$ cat config.mk
export PLATFORM = sky130hd
export DESIGN_NAME = maskEngine
export DESIGN_NICKNAME = d
export VERILOG_FILES = /design/src/verilog/maskPkg.sv /design/src/verilog/monotonizeUp.sv /design/src/verilog/monotonizeDown.sv /design/src/verilog/maskCombine.sv /design/src/verilog/indexUnit.sv /design/src/verilog/maskControl.sv /design/src/verilog/maskEngine.sv
export SDC_FILE = /design/constraint.sdc
export NUM_CORES = 2
export LEC_CHECK = 0
export BUFFER_PORTS_ARGS = -buffer_cell sky130_fd_sc_hd__buf_2
export CORE_ASPECT_RATIO = 0.6
export CORE_MARGIN = 2
export CORE_UTILIZATION = 53
export CTS_CLUSTER_SIZE = 24
export DETAILED_ROUTE_END_ITERATION = 8
export PLACE_DENSITY_LB_ADDON = 0.12
export SETUP_SLACK_MARGIN = 0.3
export SLEW_MARGIN = 20
export SYNTH_ARGS = -nofsm -noshare
export SYNTH_HDL_FRONTEND = slang
export SYNTH_SLANG_ARGS = --single-unit
$ cat constraint.sdc
create_clock -name clk -period 7.1 [get_ports clk]
set_clock_uncertainty 0.05 [all_clocks]
set_input_delay 0.71 -clock clk [delete_from_list [all_inputs] [get_ports clk]]
set_output_delay 0.71 -clock clk [all_outputs]
set_load 0.01 [all_outputs]
$ cat src/verilog/maskPkg.sv
`default_nettype none

package maskPkg;

    // operations understood by the engine
    typedef enum logic [2:0] {
        MONO_UP      = 3'd0,
        MONO_DOWN    = 3'd1,
        ISOLATE_LOW  = 3'd2,
        ISOLATE_HIGH = 3'd3,
        SPAN         = 3'd4
    } maskOp;

    // default vector width, modules take it as their WIDTH default
    localparam int MASK_WIDTH = 128;

    // holds 0 to MASK_WIDTH inclusive
    localparam int INDEX_WIDTH = $clog2(MASK_WIDTH) + 1;

    // request strobe to response strobe, in cycles
    localparam int ENGINE_LATENCY = 4;

    typedef struct packed {
        maskOp                 op;
        logic [MASK_WIDTH-1:0] vector;
    } maskReq;

    typedef struct packed {
        maskOp                  op;
        logic [MASK_WIDTH-1:0]  mask;
        logic [INDEX_WIDTH-1:0] index;
        logic                   empty;
    } maskResp;

endpackage

`default_nettype wire

$ cat src/verilog/monotonizeUp.sv
`timescale 1ns/1ps
`default_nettype none

module monotonizeUp
    import maskPkg::*;
#(
    parameter int WIDTH = MASK_WIDTH
) (
    input  wire              clk,
    input  wire [WIDTH-1:0]  vIn,
    output logic [WIDTH-1:0] vOut
);

    localparam int LEVELS = $clog2(WIDTH);
    // register points split the OR levels roughly in thirds
    localparam int REG_A = (LEVELS - 1) / 3;
    localparam int REG_B = 2 * (LEVELS - 1) / 3 + 1;

    wire [WIDTH-1:0] level [0:LEVELS];

    assign level[0] = vIn;

    for (genvar l = 0; l < LEVELS; l++) begin : gLevel
        localparam int STEP = 1 << l;
        wire [WIDTH-1:0] orNext;

        for (genvar i = 0; i < WIDTH; i++) begin : gBit
            localparam int BASE = i - (i % (2 * STEP));
            if (i - BASE >= STEP) begin : gOr
                // top bit of the lower half already covers that half
                assign orNext[i] = level[l][i] | level[l][BASE + STEP - 1];
            end else begin : gKeep
                assign orNext[i] = level[l][i];
            end
        end

        if (l == REG_A || l == REG_B) begin : gReg
            logic [WIDTH-1:0] stageQ;
            always_ff @(posedge clk) begin
                stageQ <= orNext;
            end
            assign level[l + 1] = stageQ;
        end else begin : gComb
            assign level[l + 1] = orNext;
        end
    end

    assign vOut = level[LEVELS];

endmodule

`default_nettype wire

$ cat src/verilog/monotonizeDown.sv
`timescale 1ns/1ps
`default_nettype none

module monotonizeDown
    import maskPkg::*;
#(
    parameter int WIDTH = MASK_WIDTH
) (
    input  wire              clk,
    input  wire [WIDTH-1:0]  vIn,
    output logic [WIDTH-1:0] vOut
);

    localparam int LEVELS = $clog2(WIDTH);
    // same register points as the upward network
    localparam int REG_A = (LEVELS - 1) / 3;
    localparam int REG_B = 2 * (LEVELS - 1) / 3 + 1;

    wire [WIDTH-1:0] level [0:LEVELS];

    assign level[0] = vIn;

    for (genvar l = 0; l < LEVELS; l++) begin : gLevel
        localparam int STEP = 1 << l;
        wire [WIDTH-1:0] orNext;

        for (genvar i = 0; i < WIDTH; i++) begin : gBit
            localparam int BASE = i - (i % (2 * STEP));
            if ((i - BASE < STEP) && (BASE + STEP < WIDTH)) begin : gOr
                // first bit of the upper half carries the whole half
                assign orNext[i] = level[l][i] | level[l][BASE + STEP];
            end else begin : gKeep
                assign orNext[i] = level[l][i];
            end
        end

        if (l == REG_A || l == REG_B) begin : gReg
            logic [WIDTH-1:0] stageQ;
            always_ff @(posedge clk) begin
                stageQ <= orNext;
            end
            assign level[l + 1] = stageQ;
        end else begin : gComb
            assign level[l + 1] = orNext;
        end
    end

    assign vOut = level[LEVELS];

endmodule

`default_nettype wire

$ cat src/verilog/maskCombine.sv
`timescale 1ns/1ps
`default_nettype none

module maskCombine
    import maskPkg::*;
#(
    parameter int WIDTH = MASK_WIDTH
) (
    input  wire              clk,
    input  wire maskOp       op,
    input  wire [WIDTH-1:0]  upMask,
    input  wire [WIDTH-1:0]  downMask,
    output logic [WIDTH-1:0] mask,
    output logic [WIDTH-1:0] countSource,
    output logic             empty
);

    logic [WIDTH-1:0] nextMask;
    logic [WIDTH-1:0] nextCount;

    always_comb begin
        case (op)
            MONO_UP:      nextMask = upMask;
            MONO_DOWN:    nextMask = downMask;
            // edge of the monotone mask is the isolated bit
            ISOLATE_LOW:  nextMask = upMask & ~(upMask << 1);
            ISOLATE_HIGH: nextMask = downMask & ~(downMask >> 1);
            SPAN:         nextMask = upMask & downMask;
            default:      nextMask = '0;
        endcase
    end

    // isolate opcodes derive the position from the monotone mask
    always_comb begin
        case (op)
            ISOLATE_LOW:  nextCount = upMask;
            ISOLATE_HIGH: nextCount = downMask;
            default:      nextCount = nextMask;
        endcase
    end

    always_ff @(posedge clk) begin
        mask        <= nextMask;
        countSource <= nextCount;
        // bit 0 of the down mask is the OR of every input bit
        empty       <= ~downMask[0];
    end

    // both networks see the same vector, so the full-OR bits must match
    emptyAgree: assert property (@(posedge clk)
        !$isunknown({upMask[WIDTH-1], downMask[0]}) |->
            (upMask[WIDTH-1] == downMask[0]));

endmodule

`default_nettype wire

$ cat src/verilog/indexUnit.sv
`timescale 1ns/1ps
`default_nettype none

module indexUnit
    import maskPkg::*;
#(
    parameter int WIDTH = MASK_WIDTH
) (
    input  wire                    clk,
    input  wire maskOp             op,
    input  wire [WIDTH-1:0]        maskIn,
    input  wire [WIDTH-1:0]        countSource,
    input  wire                    emptyIn,
    output logic [WIDTH-1:0]       mask,
    output logic [INDEX_WIDTH-1:0] index,
    output logic                   empty
);

    // tree padded up to a power of two
    localparam int LEAVES = 1 << $clog2(WIDTH);

    // heap order, node n sums nodes 2n+1 and 2n+2
    wire [INDEX_WIDTH-1:0] node [0:2*LEAVES-2];
    wire [INDEX_WIDTH-1:0] count;
    logic [INDEX_WIDTH-1:0] rawIndex;

    for (genvar n = 0; n < LEAVES; n++) begin : gLeaf
        if (n < WIDTH) begin : gBit
            assign node[LEAVES - 1 + n] = INDEX_WIDTH'(countSource[n]);
        end else begin : gPad
            assign node[LEAVES - 1 + n] = '0;
        end
    end

    for (genvar n = 0; n < LEAVES - 1; n++) begin : gSum
        assign node[n] = node[2 * n + 1] + node[2 * n + 2];
    end

    assign count = node[0];

    always_comb begin
        case (op)
            // up mask holds WIDTH - pos ones
            ISOLATE_LOW:  rawIndex = INDEX_WIDTH'(WIDTH) - count;
            // down mask holds pos + 1 ones
            ISOLATE_HIGH: rawIndex = count - INDEX_WIDTH'(1);
            default:      rawIndex = count;
        endcase
    end

    always_ff @(posedge clk) begin
        mask  <= maskIn;
        index <= emptyIn ? '0 : rawIndex;
        empty <= emptyIn;
    end

    // a bad count source or opcode alignment upstream would overflow here
    isolateRange: assert property (@(posedge clk)
        (op inside {ISOLATE_LOW, ISOLATE_HIGH}) && (emptyIn == 1'b0) |=>
            (index < INDEX_WIDTH'(WIDTH)));

endmodule

`default_nettype wire

$ cat src/verilog/maskControl.sv
`timescale 1ns/1ps
`default_nettype none

module maskControl
    import maskPkg::*;
(
    input  wire        clk,
    input  wire        reset,
    input  wire        reqValid,
    input  wire maskOp reqOp,
    output maskOp      combineOp,
    output maskOp      indexOp,
    output maskOp      respOp,
    output logic       respValid,
    output logic [2:0] inFlight
);

    typedef struct packed {
        logic  valid;
        maskOp op;
    } stageEntry;

    // stage k holds the request accepted k cycles ago
    stageEntry [ENGINE_LATENCY:1] stage;

    always_ff @(posedge clk) begin
        if (reset) begin
            stage <= '0;
        end else begin
            stage <= {stage[ENGINE_LATENCY-1:1], stageEntry'{valid: reqValid, op: reqOp}};
        end
    end

    assign combineOp = stage[2].op;
    assign indexOp   = stage[ENGINE_LATENCY-1].op;
    assign respOp    = stage[ENGINE_LATENCY].op;
    assign respValid = stage[ENGINE_LATENCY].valid;

    always_ff @(posedge clk) begin
        if (reset) begin
            inFlight <= '0;
        end else if (reqValid && !respValid) begin
            inFlight <= inFlight + 3'd1;
        end else if (!reqValid && respValid) begin
            inFlight <= inFlight - 3'd1;
        end
    end

    respAfterReq: assert property (@(posedge clk) disable iff (reset)
        reqValid |-> ##ENGINE_LATENCY respValid);

    reqBeforeResp: assert property (@(posedge clk) disable iff (reset)
        respValid |-> $past(reqValid, ENGINE_LATENCY));

    inFlightBound: assert property (@(posedge clk) disable iff (reset)
        inFlight <= 3'(ENGINE_LATENCY));

    legalOp: assert property (@(posedge clk) disable iff (reset)
        reqValid |-> reqOp inside {MONO_UP, MONO_DOWN, ISOLATE_LOW, ISOLATE_HIGH, SPAN});

endmodule

`default_nettype wire

$ cat src/verilog/maskEngine.sv
`timescale 1ns/1ps
`default_nettype none

module maskEngine
    import maskPkg::*;
#(
    parameter int WIDTH = MASK_WIDTH
) (
    input  wire         clk,
    input  wire         reset,
    input  wire         reqValid,
    input  wire maskReq req,
    output logic        respValid,
    output maskResp     resp,
    output logic [2:0]  inFlight
);

    // opcode taps of the delay line
    maskOp combineOp;
    maskOp indexOp;
    maskOp respOp;

    // monotone masks, valid two cycles after the request
    wire [WIDTH-1:0] upMask;
    wire [WIDTH-1:0] downMask;

    // combine stage outputs
    wire [WIDTH-1:0] combMask;
    wire [WIDTH-1:0] countSource;
    wire             combEmpty;

    // index stage outputs
    wire [WIDTH-1:0]       respMask;
    wire [INDEX_WIDTH-1:0] respIndex;
    wire                   respEmpty;

    maskControl i_maskControl (
        .clk       (clk),
        .reset     (reset),
        .reqValid  (reqValid),
        .reqOp     (req.op),
        .combineOp (combineOp),
        .indexOp   (indexOp),
        .respOp    (respOp),
        .respValid (respValid),
        .inFlight  (inFlight)
    );

    monotonizeUp #(
        .WIDTH (WIDTH)
    ) i_monotonizeUp (
        .clk  (clk),
        .vIn  (req.vector),
        .vOut (upMask)
    );

    monotonizeDown #(
        .WIDTH (WIDTH)
    ) i_monotonizeDown (
        .clk  (clk),
        .vIn  (req.vector),
        .vOut (downMask)
    );

    maskCombine #(
        .WIDTH (WIDTH)
    ) i_maskCombine (
        .clk         (clk),
        .op          (combineOp),
        .upMask      (upMask),
        .downMask    (downMask),
        .mask        (combMask),
        .countSource (countSource),
        .empty       (combEmpty)
    );

    indexUnit #(
        .WIDTH (WIDTH)
    ) i_indexUnit (
        .clk         (clk),
        .op          (indexOp),
        .maskIn      (combMask),
        .countSource (countSource),
        .emptyIn     (combEmpty),
        .mask        (respMask),
        .index       (respIndex),
        .empty       (respEmpty)
    );

    assign resp = '{op: respOp, mask: respMask, index: respIndex, empty: respEmpty};

endmodule

`default_nettype wire

==> summary.txt <==
Clock tree
  • CTS Buffer Depth: 3
  • Clk_lat worst skew: 630 ps
  • # clock sinks: 907
  • Root Buffer: clkbuf_16
  • CTS tree: yes
  • Clock transition at the registers of the reported paths: 70 ps
  • Total clock buffers created by CTS: 77
  • Htree depth: 3
  • Post-CTS Setup Inserts: 0

Global route
  • Antenna violations before repair: 5
  • Largest net degree at the start of global routing: approximately 210
  • First-pass GRT wire length: 123 mm
  • Number of global-route vias before repair: 21216
  • Grt ovf: 0
  • All-Layer GR Usage: 25.1%

Setup path
  • CP Launch Type: flop
  • Crit-path max FO: 5
  • Top Family by Delay on Critical Path: adder cells
  • Worst R2R End: i_indexUnit.index[7]
  • Critical path, cell by cell: fa_1 > inv_2 > fa_1 > inv_1 > fa_1 > fa_1 > inv_1 > fa_1 > fa_1 > inv_1 > fa_1 > inv_1 > fa_1 > fa_1 > fa_1 > inv_2 > ha_4 > fa_2 > a211o_1 > a21o_1 > o2bb2ai_4 > a21o_4 > o311a_1 > nor3_2
  • Critical path data arrival time: 8110 ps
  • Crit path kind: flop to flop
  • Max incr delay on CP: about 560 ps
  • Slowest CP cell: fa_1
  • CP required: between 7000 and 8000 ps
  • Setup crit end kind: flop
  • Worst reg2reg setup slack: -510 ps
  • RR Startpoint: i_maskCombine.countSource[119]
  • Worst path buffer plus inverter count: 6
  • Most used cell, CP: fa_1
  • Worst setup startpoint: i_maskCombine.countSource[119]
  • R2R depth: 24

Timing
  • Unrepaired setup endpoints after global routing: true
  • Worst-Margin Slew: 1110 ps
  • Fmax: 131 MHz
  • Setup ws final: -507 ps
  • Final worst path period share: 107%
  • Period minus WS final: ~7600 ps
  • Sum Neg Setup Slack: -2280 ps
  • Max Slew Vio Count: 0
  • Final Hold Viols: 0
  • Max_slew headroom: 26.1%
  • Final setup vio count: 7

Floorplan
  • DIE AREA: around 0.063 mm2
  • Io pins: 278
  • Die Ht: 195 um
  • Row cnt: 69
  • Placeable Area: 0.0597 mm2
  • Die Wd: between 300 and 400 um
  • Initial core utilization: 54.0%

Synthesis
  • Synth warn: 0
  • Mapped Nets: around 3300
  • Ys async rst share: 0%
  • EDFF count, synth: 0
  • Synth unique cells: 57
  • Synthesized flop and latch total: 907
  • Post-synthesis instance total: 3043
  • Synth area leader: dfxtp_1
  • Main flop type after synthesis: dfxtp_1
  • Mean Syn Cell Area: 10.6 um2
  • Synth top area cells: dfxtp_1 (56%), fa_1 (7.2%), or2_2 (4.4%)
  • Synth Cell Area: 0.0322 mm2
  • Synth top area share: around 56%
  • Seq/Total Area, Yosys: 56.3%

Cells and area
  • Final Instance Area: 0.0370 mm2
  • Layout cell share with drive strength beyond 1: 21.7%
  • Area Overhead vs Synth: 14.7%
  • Nets: around 3500

Route
  • Wire per inst: 19.2 um
  • Via Count: 22356
  • Post-route ant nets: 0
  • Vias per cell: 5.40
  • Final WL: 79.6 mm
  • Drt pass-1 iters: 7
  • Initial DRC count: 2067
  • Remaining DRCs: 0

Placed design
  • Final Wtd Congestion: 0.867
  • Detailed Place HPWL: 56.7 mm
  • Placed inst area: about 0.034 mm2
  • Port bufs: roughly 280

Worst hold path
  • Hold Path Sink: i_monotonizeDown.gLevel[2].gReg.stageQ[119]
  • Min-delay worst type: input port to flop
  • Hold Startpoint: req[119]
  • Hold depth: 1

Run status
  • Failing checks: setup timing
  • Outcome: finished with violations

Run
  • Maxcap violations: 0
## logic make-up after synthesis
kind of cell             count (synthesis)  share of synthesized area (%)
flip-flops                             907                           56.3
adder cells (fa/ha/maj)                143                           8.25
multiplexers                            66                           2.05
XOR/XNOR                                 9                          0.244
AND/OR/NAND/NOR                        966                           16.0
buffers and inverters                  367                           4.52
AO/OA/AOI/OAI                          585                           12.6
## layout by cell type, fill, tap and decap left out, types with 25 or more instances in the layout
master	n
dfxtp_1	899
ha_1	25
nor3_1	26
nor2_1	213
inv_1	182
clkbuf_16	79
nor3b_1	25
a32o_1	123
a21o_1	26
or3_1	217
buf_2	277
a32oi_1	40
nand2_1	174
fa_1	114
a21oi_1	242
a211oi_1	25
o21ai_0	44
o31ai_1	40
mux2i_1	65
or2_2	226
buf_4	34
## cell type report
class | count | area [um2]
diodes | 1 | 2.50
clock buffers | 102 | 2190
clock inverters | 36 | 400
fillers | 4886 | 22700
inverters | 194 | 728
multi-input cells | 1769 | 12800
flip-flops and latches | 907 | 18200
well taps | 816 | 1020
repair buffers | 312 | 1660
## metal layers
| layer | wire, um | global-route usage, % |
|---|---|---|
| met5 | 13 | 0 |
| met4 | 1340 | 5.28 |
| met3 | 6220 | 5.16 |
| met2 | 31800 | 34.1 |
| met1 | 40200 | 40.4 |
## cells in the mapped netlist, drive strengths merged, types with 25 or more instances
| master | count |
|---|---|
| mux2i | 65 |
| clkbuf | 134 |
| or3 | 222 |
| nor3b | 25 |
| dfxtp | 907 |
| fa | 116 |
| o31ai | 41 |
| o21ai | 46 |
| nor2 | 216 |
| nor3 | 31 |
| inv | 194 |
| a21o | 27 |
| a21oi | 242 |
| a32oi | 40 |
| or2 | 230 |
| buf | 39 |
| ha | 27 |
| a211oi | 25 |
| nand2 | 175 |
| a32o | 123 |
## what timing repair did
action	in CTS	in global routing
gates resized for setup	8	15
setup endpoints to repair	7	7
hold buffers	0	0
gates cloned	0	0
pin swaps	5	7
## registers in the layout, summed over array words and instances (netlist names)
register                             cells
i_indexUnit.index                        8
i_maskControl.indexOp                    3
i_monotonizeUp.gLevel.gReg.stageQ      238
i_indexUnit.mask                       128
i_maskControl.stage                      6
i_indexUnit.empty                        1
i_maskControl.inFlight                   3
i_maskCombine.empty                      1
i_maskCombine.mask                     128
i_maskControl.respOp                     3
i_maskControl.respValid                  1
i_maskCombine.countSource              128
i_maskControl.combineOp                  3
i_monotonizeDown.gLevel.gReg.stageQ    256
## stage by stage
step                hold slack, ps  cells  util, %  worst slack [ps]
finish                         145   4137     62.0              -507
global route                   109   4136     62.0              -685
CTS                            110   4136     61.9              -482
detailed placement             262   3998     57.5              -519
global placement               260   3998     57.5              -394
floorplan                      260   3043        -              -182
## worst max-delay path by stage
stage	endpoint	slack [ps]	cells past startpoint
global route	i_indexUnit.index[7]	-690	24
finish	i_indexUnit.index[7]	-510	24
detailed placement	i_indexUnit.index[6]	-520	24
floorplan	i_indexUnit.index[5]	-180	24
global placement	i_indexUnit.index[5]	-390	24
CTS	i_indexUnit.index[5]	-480	24
## worst reg2reg max path, delay by kind of cell (launching register included)
family                     cells  cell delay (ps)
buffers and inverters          6              290
and+or+nand+nor                1              150
AOI/OAI and AO/OA              5             1260
DFF                            1              320
adders and majority gates     12             5450
Power is not shown: default switching activity piles up to over one toggle a cycle in this logic, so the estimate is an artifact.
